## src/hw/mr_pkg.sv

```systemverilog
// Shared definitions for the DDR fast-load and frame-buffer path
// Bus widths, the DDR request bundle and the FSM state encodings

package mr_pkg;

    // DDR port geometry
    localparam int DDR_AW         = 29;
    localparam int DDR_DW         = 64;
    localparam int BCNT_W         = 8;

    // ROM programming stream
    localparam int BYTES_PER_WORD = DDR_DW / 8;
    localparam int ROM_AW         = 27;

    // Pixel packing into DDR words
    localparam int PIX_W          = 16;
    localparam int PIX_PER_WORD   = DDR_DW / PIX_W;

    // One requester's view of the DDR port
    typedef struct packed {
        logic              rd;
        logic              we;
        logic [DDR_AW-1:0] addr;
        logic [BCNT_W-1:0] burstcnt;
        logic [7:0]        be;
        logic [DDR_DW-1:0] din;
    } ddr_req_t;

    // Arbiter grant
    typedef enum logic [1:0] {
        ARB_IDLE,
        ARB_LOAD,
        ARB_FB
    } arb_state_e;

    // Fast-load engine
    typedef enum logic [1:0] {
        LD_IDLE,
        LD_REQ,
        LD_FILL,
        LD_DRAIN
    } ld_state_e;

    // Frame-buffer writer
    typedef enum logic {
        FB_FILL,
        FB_WRITE
    } fb_state_e;

endpackage

```

## src/hw/mr_ddr_arbiter.sv

```systemverilog
// DDR port arbiter
// Grants the shared port to the loader or the frame-buffer writer and
// keeps the grant until the burst has fully completed

module mr_ddr_arbiter
    import mr_pkg::*;
#(
    parameter int BURST = 4
) (
    input  logic     clk_rom,
    input  logic     rst_n,
    input  logic     downloading,
    // Clients
    input  ddr_req_t ld_req,
    input  ddr_req_t fb_req,
    output logic     ld_busy,
    output logic     fb_busy,
    // External port
    input  logic     ddr_busy,
    input  logic     ddr_dout_ready,
    output ddr_req_t ddr_req
);

    localparam int CNT_W = $clog2(BURST);

    arb_state_e       state;
    logic [CNT_W-1:0] cnt;
    logic             beat;
    logic             burst_end;
    logic             ld_win;

    // Loader has priority during a download
    assign ld_win = ld_req.rd && (downloading || !fb_req.we);

    // Read beats come back, write beats go out
    always_comb begin
        case (state)
            ARB_LOAD: beat = ddr_dout_ready;
            ARB_FB:   beat = ddr_req.we && !ddr_busy;
            default:  beat = 1'b0;
        endcase
    end

    assign burst_end = beat && cnt == CNT_W'(BURST - 1);

    // Port mux, the idle client sees a busy port
    always_comb begin
        ddr_req = '0;
        ld_busy = 1'b1;
        fb_busy = 1'b1;
        case (state)
            ARB_LOAD: begin
                ddr_req = ld_req;
                ld_busy = ddr_busy;
            end
            ARB_FB: begin
                ddr_req = fb_req;
                fb_busy = ddr_busy;
            end
            default: ;
        endcase
    end

    always_ff @(posedge clk_rom or negedge rst_n) begin
        if (!rst_n) begin
            state <= ARB_IDLE;
            cnt   <= '0;
        end else begin
            case (state)
                ARB_IDLE: begin
                    cnt <= '0;
                    if (ld_win) begin
                        state <= ARB_LOAD;
                    end else if (fb_req.we) begin
                        state <= ARB_FB;
                    end
                end
                ARB_LOAD, ARB_FB: begin
                    if (beat) begin
                        cnt <= cnt + 1'b1;
                    end
                    if (burst_end) begin
                        state <= ARB_IDLE;
                    end
                end
                default: state <= ARB_IDLE;
            endcase
        end
    end

    assert property (@(posedge clk_rom) disable iff (!rst_n)
        !(ddr_req.rd && ddr_req.we));

    // Grant only drops back to idle at a burst boundary
    assert property (@(posedge clk_rom) disable iff (!rst_n)
        (state != ARB_IDLE && !burst_end) |=> state == $past(state));

endmodule

```

## src/hw/mr_ddr_loader.sv

```systemverilog
// DDR fast-load engine
// Reads one burst at a time into a word buffer, then serializes the
// buffer as ROM bytes, least significant byte of each word first

module mr_ddr_loader
    import mr_pkg::*;
#(
    parameter int BURST = 4
) (
    input  logic              clk_rom,
    input  logic              rst_n,
    // Download control
    input  logic              dl_start,
    input  logic [DDR_AW-1:0] dl_base,
    input  logic [DDR_AW-1:0] dl_len,
    // DDR side
    input  logic              busy,
    input  logic [DDR_DW-1:0] dout,
    input  logic              dout_ready,
    output ddr_req_t          req,
    // ROM programming stream
    input  logic              rom_wait,
    output logic              rom_wr,
    output logic [ROM_AW-1:0] rom_addr,
    output logic [7:0]        rom_data,
    output logic              downloading
);

    localparam int NBYTES = BURST * BYTES_PER_WORD;
    localparam int WIDX_W = $clog2(BURST);
    localparam int BIDX_W = $clog2(NBYTES);
    localparam int SEL_W  = $clog2(BYTES_PER_WORD);

    ld_state_e         state;
    logic [DDR_AW-1:0] rd_addr;
    logic [DDR_AW-1:0] wleft;
    logic [WIDX_W-1:0] fcnt;
    logic [BIDX_W-1:0] bidx;
    logic [DDR_DW-1:0] wbuf [BURST];
    logic [DDR_DW-1:0] cur_word;
    logic              last_fill;
    logic              last_byte;

    assign last_fill = dout_ready && fcnt == WIDX_W'(BURST - 1);
    assign last_byte = bidx == BIDX_W'(NBYTES - 1);

    // Byte select inside the buffer
    assign cur_word = wbuf[bidx[BIDX_W-1:SEL_W]];
    assign rom_data = cur_word[bidx[SEL_W-1:0]*8 +: 8];
    assign rom_wr   = state == LD_DRAIN && !rom_wait;

    always_comb begin
        req          = '0;
        req.rd       = state == LD_REQ;
        req.addr     = rd_addr;
        req.burstcnt = BCNT_W'(BURST);
        req.be       = '1;
    end

    always_ff @(posedge clk_rom or negedge rst_n) begin
        if (!rst_n) begin
            state       <= LD_IDLE;
            downloading <= 1'b0;
            rd_addr     <= '0;
            wleft       <= '0;
            fcnt        <= '0;
            bidx        <= '0;
            rom_addr    <= '0;
        end else begin
            case (state)
                LD_IDLE: begin
                    if (dl_start) begin
                        state       <= LD_REQ;
                        downloading <= 1'b1;
                        rd_addr     <= dl_base;
                        wleft       <= dl_len;
                        rom_addr    <= '0;
                    end
                end
                LD_REQ: begin
                    // Read accepted, move on to the next burst address
                    if (!busy) begin
                        state   <= LD_FILL;
                        fcnt    <= '0;
                        rd_addr <= rd_addr + DDR_AW'(BURST);
                        wleft   <= wleft - DDR_AW'(BURST);
                    end
                end
                LD_FILL: begin
                    if (dout_ready) begin
                        fcnt <= fcnt + 1'b1;
                        if (last_fill) begin
                            state <= LD_DRAIN;
                            bidx  <= '0;
                        end
                    end
                end
                LD_DRAIN: begin
                    if (rom_wr) begin
                        bidx     <= bidx + 1'b1;
                        rom_addr <= rom_addr + 1'b1;
                        if (last_byte) begin
                            if (wleft == '0) begin
                                state       <= LD_IDLE;
                                downloading <= 1'b0;
                            end else begin
                                state <= LD_REQ;
                            end
                        end
                    end
                end
                default: state <= LD_IDLE;
            endcase
        end
    end

    // Returned words land in order
    always_ff @(posedge clk_rom) begin
        if (state == LD_FILL && dout_ready) begin
            wbuf[fcnt] <= dout;
        end
    end

    // No byte while the ROM side waits or outside a download
    assert property (@(posedge clk_rom) disable iff (!rst_n)
        rom_wr |-> (downloading && !rom_wait));

    // Read request held until the port takes it
    assert property (@(posedge clk_rom) disable iff (!rst_n)
        (req.rd && busy) |=> (req.rd && $stable(req.addr)));

endmodule

```

## src/hw/mr_ddr_top.sv

```systemverilog
// DDR sharing top level
// Fast-load engine and frame-buffer writer behind one DDR port arbiter

module mr_ddr_top
    import mr_pkg::*;
#(
    parameter int BURST = 4
) (
    input  logic              clk_rom,
    input  logic              rst_n,
    // Download
    input  logic              dl_start,
    input  logic [DDR_AW-1:0] dl_base,
    input  logic [DDR_AW-1:0] dl_len,
    input  logic              rom_wait,
    output logic              rom_wr,
    output logic [ROM_AW-1:0] rom_addr,
    output logic [7:0]        rom_data,
    output logic              downloading,
    // Pixels
    input  logic              pix_valid,
    input  logic [PIX_W-1:0]  pix_data,
    input  logic [DDR_AW-1:0] fb_base,
    output logic              pix_ready,
    // DDR port
    input  logic              ddr_busy,
    input  logic [DDR_DW-1:0] ddr_dout,
    input  logic              ddr_dout_ready,
    output ddr_req_t          ddr_req
);

    ddr_req_t ld_req;
    ddr_req_t fb_req;
    logic     ld_busy;
    logic     fb_busy;

    mr_ddr_loader #(.BURST(BURST)) u_loader (
        .clk_rom     ( clk_rom        ),
        .rst_n       ( rst_n          ),
        .dl_start    ( dl_start       ),
        .dl_base     ( dl_base        ),
        .dl_len      ( dl_len         ),
        .busy        ( ld_busy        ),
        .dout        ( ddr_dout       ),
        .dout_ready  ( ddr_dout_ready ),
        .req         ( ld_req         ),
        .rom_wait    ( rom_wait       ),
        .rom_wr      ( rom_wr         ),
        .rom_addr    ( rom_addr       ),
        .rom_data    ( rom_data       ),
        .downloading ( downloading    )
    );

    mr_fb_writer #(.BURST(BURST)) u_fb (
        .clk_rom     ( clk_rom        ),
        .rst_n       ( rst_n          ),
        .pix_valid   ( pix_valid      ),
        .pix_data    ( pix_data       ),
        .pix_ready   ( pix_ready      ),
        .fb_base     ( fb_base        ),
        .busy        ( fb_busy        ),
        .req         ( fb_req         )
    );

    mr_ddr_arbiter #(.BURST(BURST)) u_arb (
        .clk_rom        ( clk_rom        ),
        .rst_n          ( rst_n          ),
        .downloading    ( downloading    ),
        .ld_req         ( ld_req         ),
        .fb_req         ( fb_req         ),
        .ld_busy        ( ld_busy        ),
        .fb_busy        ( fb_busy        ),
        .ddr_busy       ( ddr_busy       ),
        .ddr_dout_ready ( ddr_dout_ready ),
        .ddr_req        ( ddr_req        )
    );

endmodule

```

## src/hw/mr_fb_writer.sv

```systemverilog
// Frame-buffer writer
// Packs four pixels per DDR word into a line buffer and writes the
// buffer to consecutive burst slots above fb_base

module mr_fb_writer
    import mr_pkg::*;
#(
    parameter int BURST = 4
) (
    input  logic              clk_rom,
    input  logic              rst_n,
    // Pixel stream
    input  logic              pix_valid,
    input  logic [PIX_W-1:0]  pix_data,
    output logic              pix_ready,
    // DDR side
    input  logic [DDR_AW-1:0] fb_base,
    input  logic              busy,
    output ddr_req_t          req
);

    localparam int NPIX   = BURST * PIX_PER_WORD;
    localparam int WIDX_W = $clog2(BURST);
    localparam int PIDX_W = $clog2(NPIX);
    localparam int PSEL_W = $clog2(PIX_PER_WORD);

    fb_state_e         state;
    logic [PIDX_W-1:0] pcnt;
    logic [WIDX_W-1:0] wcnt;
    logic [DDR_AW-1:0] nburst;
    logic [DDR_DW-1:0] lbuf [BURST];
    logic              pix_take;
    logic              wr_take;
    logic              wr_last;

    assign pix_ready = state == FB_FILL;
    assign pix_take  = pix_valid && pix_ready;
    assign wr_take   = req.we && !busy;
    assign wr_last   = wr_take && wcnt == WIDX_W'(BURST - 1);

    always_comb begin
        req          = '0;
        req.we       = state == FB_WRITE;
        req.addr     = fb_base + DDR_AW'(nburst * BURST);
        req.burstcnt = BCNT_W'(BURST);
        req.be       = '1;
        req.din      = lbuf[wcnt];
    end

    always_ff @(posedge clk_rom or negedge rst_n) begin
        if (!rst_n) begin
            state  <= FB_FILL;
            pcnt   <= '0;
            wcnt   <= '0;
            nburst <= '0;
        end else begin
            case (state)
                FB_FILL: begin
                    if (pix_take) begin
                        pcnt <= pcnt + 1'b1;
                        // Buffer full, hand it to the DDR
                        if (pcnt == PIDX_W'(NPIX - 1)) begin
                            state <= FB_WRITE;
                            wcnt  <= '0;
                        end
                    end
                end
                FB_WRITE: begin
                    if (wr_take) begin
                        wcnt <= wcnt + 1'b1;
                    end
                    if (wr_last) begin
                        state  <= FB_FILL;
                        nburst <= nburst + 1'b1;
                    end
                end
                default: state <= FB_FILL;
            endcase
        end
    end

    // Earliest pixel in the low lane
    always_ff @(posedge clk_rom) begin
        if (pix_take) begin
            lbuf[pcnt[PIDX_W-1:PSEL_W]][pcnt[PSEL_W-1:0]*PIX_W +: PIX_W] <= pix_data;
        end
    end

    // Write strobe covers the whole burst without a gap
    assert property (@(posedge clk_rom) disable iff (!rst_n)
        (req.we && !wr_last) |=> req.we);

endmodule

```

## config.mk

```make
export PLATFORM = sky130hd
export DESIGN_NAME = mr_ddr_top
export DESIGN_NICKNAME = d
export VERILOG_FILES = /design/src/hw/mr_pkg.sv /design/src/hw/mr_ddr_arbiter.sv /design/src/hw/mr_ddr_loader.sv /design/src/hw/mr_ddr_top.sv /design/src/hw/mr_fb_writer.sv
export SDC_FILE = /design/constraint.sdc
export NUM_CORES = 1
export LEC_CHECK = 0
export ABC_AREA = 1
export BUFFER_PORTS_ARGS = -buffer_cell sky130_fd_sc_hd__buf_2
export CAP_MARGIN = 0
export CELL_PAD_IN_SITES_DETAIL_PLACEMENT = 1
export CELL_PAD_IN_SITES_GLOBAL_PLACEMENT = 1
export CORE_MARGIN = 5
export CORE_UTILIZATION = 49
export CTS_CLUSTER_SIZE = 8
export DETAILED_ROUTE_END_ITERATION = 10
export GPL_TIMING_DRIVEN = 1
export PLACE_DENSITY_LB_ADDON = 0.1
export SETUP_SLACK_MARGIN = 0.15
export SYNTH_ARGS = -nofsm -noshare
export SYNTH_HDL_FRONTEND = slang
export SYNTH_SLANG_ARGS = --single-unit
```

## constraint.sdc

```tcl
create_clock -name clk_rom -period 9.3 [get_ports clk_rom]
set_input_delay 0.465 -clock clk_rom [delete_from_list [all_inputs] [get_ports clk_rom]]
set_output_delay 0.465 -clock clk_rom [all_outputs]
set_load 0.1 [all_outputs]
```

Word level (Yosys, flattened, before mapping)
Memories as Yosys holds them, arrays and structs flattened.
Index checks and enable logic that the tools add are counted.
{ "word_totals": {"regBits": 135, "ramBits": 512, "out_inout_bits": 149, "memories": 2} }
{ "classes": {"n_addsub": 11, "n_eq_ne": 23, "shift": 3, "mux": 51, "bitwise_logic": 1, "reduce_logical": 34} }
{ "mem_list": {"columns": ["memory", "words", "word_bits", "read_ports", "rd_clocked_by_memory_dff", "write_ports", "line_no", "rtl"], "rows": [
  ["u_fb.lbuf", 4, 64, 1, 0, 1, "mr_fb_writer.sv:31", "logic [DDR_DW-1:0] lbuf [BURST];"],
  ["u_loader.wbuf", 4, 64, 1, 0, 1, "mr_ddr_loader.sv:39", "logic [DDR_DW-1:0] wbuf [BURST];"]
]} }
{ "ops": {"columns": ["op", "count"], "rows": [
  ["one-hot mux 111 bit (2 select lines)", 1],
  ["2-to-1 mux 29 bit", 4],
  ["one-hot mux 29 bit (2 select lines)", 2],
  ["2-to-1 mux 64 bit", 1],
  ["variable shift 16 x 34 -> 64 bit (first input constant)", 1],
  ["variable part select 16 x 34 -> 64 bit", 1],
  ["variable part select 64 x 7 -> 8 bit", 1],
  ["2-to-1 mux 27 bit", 2],
  ["one-hot mux 27 bit (2 select lines)", 1],
  ["negation 6 -> 34 bit", 1],
  ["2-to-1 mux 2 bit", 15],
  ["adder 29 x 1 -> 29 bit (second input constant)", 1],
  ["adder 29 bit", 1],
  ["adder 29 x 3 -> 29 bit (second input constant)", 1],
  ["logical NOT 29 bit", 1],
  ["subtractor 29 x 3 -> 29 bit (second input constant)", 1],
  ["adder 27 x 1 -> 27 bit (second input constant)", 1],
  ["!= test 2 bit (second input constant)", 8],
  ["one-hot mux 2 bit (2 select lines)", 4],
  ["2-to-1 mux 5 bit", 3],
  ["2-to-1 mux 1 bit", 13],
  ["equality test 2 bit (second input constant)", 6],
  ["AND reduction 3 bit", 4],
  ["one-hot mux 5 bit (2 select lines)", 1],
  ["21 further kinds", 48]
]} }

Depth between registers and ports, before layout
{ "logic_depth": {"ltp_word": 7, "ltp_mapped": 13} }

Cells and area by module
A second synthesis with hierarchy kept.
{ "hier_totals": {"hier_cells": 3709, "hier_area_um2": 32997.9} }
{ "by_module_without_submodules": {"columns": ["mod", "n_inst", "cells_per_inst", "area_per_inst_um2", "seq_area_each_um2"], "rows": [
  ["mr_ddr_loader", 1, 1917, 17267.8, 10064.7],
  ["mr_fb_writer", 1, 1378, 13860.8, 8538.2],
  ["mr_ddr_arbiter", 1, 414, 1869.3, 100.1]
]} }

Worst setup path before layout
OpenSTA, ideal clock, no wires.
{ "synth_path": {"path_kind": "register to output", "startpoint": "reg u_arb.state[0]", "endpoint": "out ddr_req[100] (netlist bit)", "arrival_time_ns": 4.019, "required_time_ns": 8.835, "setup_slack_ns": 4.816, "path_stages_with_launch": 6, "path_buffers": 1, "path_cell_list": "dfrtp_1 > inv_1 > ha_1 > nand2_1 > clkbuf_1 > o21ai_0"} }
{ "synth_rtl": {"columns": ["item", "line_no", "rtl"], "rows": [
  ["start: declaration", "mr_ddr_arbiter.sv:26", "arb_state_e state;"],
  ["start signal: assignment", "mr_ddr_arbiter.sv:66", "state <= ARB_IDLE;"],
  ["start signal: assignment", "mr_ddr_arbiter.sv:73", "state <= ARB_LOAD;"],
  ["start signal: assignment", "mr_ddr_arbiter.sv:75", "state <= ARB_FB;"],
  ["end: declaration", "mr_ddr_top.sv:29", "output ddr_req_t ddr_req"]
]} }

==> impl_metrics.sql <==
INSERT INTO impl_metrics (metric_group, metric, value, unit) VALUES
('status', 'run_status', 'complete, no violations', ''),
('timing', 'tns', '0', 'ns'),
('synthesis', 'avg_inst_size_synth', '9.41', 'um2'),
('cts', 'clock_tree.htree_level_count', '3', ''),
('die', 'die_w', '262', 'um'),
('setup_path', 'critPathArrivalTime', '4.19', 'ns'),
('global_route', 'first_pass_grt_wire_length', '154', 'mm'),
('synthesis', 'synth-edff-count', '512', ''),
('synthesis', 'syn-instance-count', '3306', ''),
('setup_path', 'slowest_stage', 'sky130_fd_sc_hd__clkinv_1', ''),
('pwr', 'p_leak', '14.7', 'nW'),
('placed_design', 'port_buffers', '315', ''),
('synthesis', 'yosysTopAreaCell', 'sky130_fd_sc_hd__edfxtp_1', ''),
('setup_path', 'crit_chain', 'inv_1 > ha_1 > nand2_2 > buf_4 > clkinv_1 > nand3_1 > o21ai_0 > buf_2', ''),
('setup_path', 'required', '8.84', 'ns'),
('synthesis', 'yosys-top-cells-area', 'sky130_fd_sc_hd__edfxtp_1 49%, sky130_fd_sc_hd__dfrtp_1 11%, sky130_fd_sc_hd__nor2_1 8.3%, sky130_fd_sc_hd__nand2_1 6.7%, sky130_fd_sc_hd__o21ai_0 5.8%', ''),
('timing', 'worst_clock_skew', '0.0314', 'ns'),
('global_route', 'grt_max_degree', '90', ''),
('timing', 'fmax', '215', 'MHz'),
('timing', 'timing.final.max_slew_violations', '0', ''),
('layout', 'nFillCells', '7246', ''),
('timing', 'timing.final.setup_violations', '0', ''),
('route', 'wl_per_cell', '22.9', 'um'),
('global_route', 'grt.total_usage', '0.290', ''),
('timing', 'max_slew.worst_pin.slew', '1.10', 'ns'),
('setup_path', 'crit_fanout', '66', ''),
('run', 'timing.max_cap.violations', '0', ''),
('die', 'coreArea', '0.0630', 'mm2'),
('layout', 'nets', '3825', ''),
('setup_path', 'critical_path.reg2reg.startpoint', 'u_loader.state[1]', ''),
('timing', 'hold_violations', '0', ''),
('setup_path', 'worst-setup-path-type', 'reg2out', ''),
('pwr', 'ir_drop', '394', 'uV'),
('synthesis', 'synth_area', '0.0311', 'mm2'),
('global_route', 'first_global_vias', '26521', ''),
('die', 'die_h', '262', 'um'),
('cts', 'clk_latency', '0.63', 'ns'),
('synthesis', 'synth-main-ff-cell', 'sky130_fd_sc_hd__edfxtp_1', ''),
('synthesis', 'register_bit_count_reported_by_yosys', '645', ''),
('synthesis', 'synth-warning-count', '0', ''),
('route', 'finalWirelength', '103', 'mm'),
('synthesis', 'synth.top_cell.area_share', '0.494', ''),
('route', 'drt_drc_violations_left', '0', ''),
('cts', 'clock_path_buffers', '3', ''),
('placed_design', 'gp_congestion', '0.968', ''),
('setup_path', 'crit_path_start', 'u_arb.state[1]', ''),
('route', 'dr_total_vias', '25691', ''),
('layout', 'commonest_non_fill_non_tap_cells_in_the_layout', '683 x sky130_fd_sc_hd__nor2_1, 558 x sky130_fd_sc_hd__nand2_1, 512 x sky130_fd_sc_hd__edfxtp_1, 363 x sky130_fd_sc_hd__o21ai_0, 314 x sky130_fd_sc_hd__buf_2', ''),
('die', 'floorplan.initialDensity', '0.494', ''),
('setup_path', 'endpoint_kind', 'output port', ''),
('timing', 'post-route-min-period', '4.65', 'ns'),
('placed_design', 'detailed_place_hpwl', '69.0', 'mm'),
('die', 'fp.dieArea', '0.0686', 'mm2'),
('cts', 'ctsRootBufferMaster', 'sky130_fd_sc_hd__clkbuf_16', ''),
('layout', 'area.growth.synth_to_final', '15.6', '%'),
('layout', 'final_common_cell', 'sky130_fd_sc_hd__nor2_1', ''),
('placed_design', 'placed_area', '0.0334', 'mm2'),
('min_path', 'holdCritStartpoint', 'ddr_dout[34]', ''),
('setup_path', 'timing.critical_path.from_type', 'flip-flop', ''),
('route', 'dr.first_iter.drc_count', '2295', ''),
('setup_path', 'timing.critical_path.max_delay_family', 'buffers and inverters', ''),
('layout', 'final_layout_size_suffix_gt1_frac', '0.137', ''),
('die', 'rows', '92', ''),
('min_path', 'min_path_type', 'in2reg', ''),
('route', 'drt-vias-per-instance', '5.72', ''),
('synthesis', 'yosysUniqueCellTypes', '54', ''),
('cts', 'cts_resized', '0', ''),
('cts', 'cts_tree', 'built', ''),
('route', 'detail_route.first_pass.iterations', '5', ''),
('cts', 'cts-buffers-inserted', '91', ''),
('timing', 'relSlewSlack', '0.264', '');
==> Yosys cell counts, types with 2 or more instances <==
master and number:
sky130_fd_sc_hd__nor2_1 687, sky130_fd_sc_hd__xnor2_1 13, sky130_fd_sc_hd__nand2_2 7, sky130_fd_sc_hd__nand2_4 2, sky130_fd_sc_hd__o21ai_2 3, sky130_fd_sc_hd__nand3_1 144, sky130_fd_sc_hd__o21ai_0 363, sky130_fd_sc_hd__nor3_1 51
sky130_fd_sc_hd__a22o_1 3, sky130_fd_sc_hd__nor3_2 2, sky130_fd_sc_hd__clkinv_1 4, sky130_fd_sc_hd__buf_2 36, sky130_fd_sc_hd__o211a_1 2, sky130_fd_sc_hd__a31oi_1 4, sky130_fd_sc_hd__o2bb2ai_1 2, sky130_fd_sc_hd__o21a_1 4
sky130_fd_sc_hd__o221ai_1 40, sky130_fd_sc_hd__dfrtp_1 133, sky130_fd_sc_hd__nand2_1 559, sky130_fd_sc_hd__nand3b_1 3, sky130_fd_sc_hd__ha_1 51, sky130_fd_sc_hd__buf_4 24, sky130_fd_sc_hd__a22oi_1 7, sky130_fd_sc_hd__nand4_1 39
sky130_fd_sc_hd__xor2_1 28, sky130_fd_sc_hd__inv_1 275, sky130_fd_sc_hd__o211ai_1 25, sky130_fd_sc_hd__o21ai_1 8, sky130_fd_sc_hd__nor2_2 5, sky130_fd_sc_hd__inv_2 7, sky130_fd_sc_hd__clkbuf_1 83, sky130_fd_sc_hd__buf_1 14
sky130_fd_sc_hd__a21oi_1 111, sky130_fd_sc_hd__o22ai_1 27, sky130_fd_sc_hd__edfxtp_1 512, sky130_fd_sc_hd__a21o_1 3, sky130_fd_sc_hd__nor2_4 8
==> power breakdown <==
group | internal (mW) | switching [mW]
clock network | 1.80 | 1.20
logic | 1.06 | 4.82
registers | 3.55 | 0.337
==> registers in the layout, indices dropped and copies added (netlist names) <==
| signal | count |
|---|---|
| u_fb.lbuf | 256 |
| u_loader.wbuf | 256 |
| u_loader.rd_addr | 29 |
| u_loader.wleft | 29 |
| u_fb.nburst | 27 |
| u_loader.rom_addr | 27 |
| u_loader.bidx | 5 |
| u_fb.pcnt | 4 |
| u_arb.cnt | 2 |
| u_arb.state | 2 |
| u_fb.wcnt | 2 |
| u_loader.fcnt | 2 |
| u_loader.state | 2 |
| u_fb.state | 1 |
| u_loader.downloading | 1 |
==> per-layer routing <==
metal  track usage  up-vias  routed length [um]
met1         0.383    12909               42500
met3        0.0465      158                6780
li1              -    11776                   -
met2         0.502      840               51200
met5             0        -                  61
met4        0.0829        8                2410
==> kinds of logic after synthesis <==
logic type	Yosys count	share of synthesized area
DFF	645	0.601
AOI/OAI and AO/OA	607	0.109
adders and majority gates	52	0.0212
xor gates and xnor gates	41	0.0115
buffers and inverters	446	0.0583
and+or+nand+nor	1514	0.199
other	1	0.000121
==> stage by stage <==
step	utilization	setup slack, ns	std cells	power (mW)	hold WS, ns
finish	0.571	4.65	4495	12.8	0.0453
global route	0.571	4.43	4490	13.4	0.0287
CTS	0.571	4.69	4484	12.8	0.0163
detailed placement	0.530	5.34	4351	9.77	0.490
global placement	0.530	5.52	4351	9.59	0.485
floorplan	-	4.82	3312	8.36	0.169
==> cell type report <==
type,count,area [um2],share of cell area
Sequential cell,645,18700,0.520
Tap cell,846,1060,0.0294
Clock inverter,6,114,0.00317
Inverter,288,1090,0.0302
Antenna cell,11,27.5,0.000766
Multi-Input combinational cell,2221,10700,0.296
Clock buffer,126,2440,0.0679
Timing Repair Buffer,352,1860,0.0518
==> timing repair <==
item                                   4_1_cts  5_1_grt
buffers inserted                             0        0
endpoints found under the hold margin       69        0
hold buffers                                 1        0
==> path summary, 6_finish.rpt <==
kind | endpoint | slack (ns) | cells after the start
max in group asynchronous | u_loader.bidx[3] | 7.30 | 3
worst max register to register | u_loader.rd_addr[4] | 5.56 | 9
worst max-delay path | ddr_req[102] | 4.65 | 8
min in group asynchronous | u_loader.wleft[25] | 0.46 | 2
worst min-delay path | u_loader.wbuf[1][34] | 0.05 | 1
worst min register to register | u_arb.cnt[0] | 0.50 | 1
No activity file was read; power rests on OpenSTA's default activity.
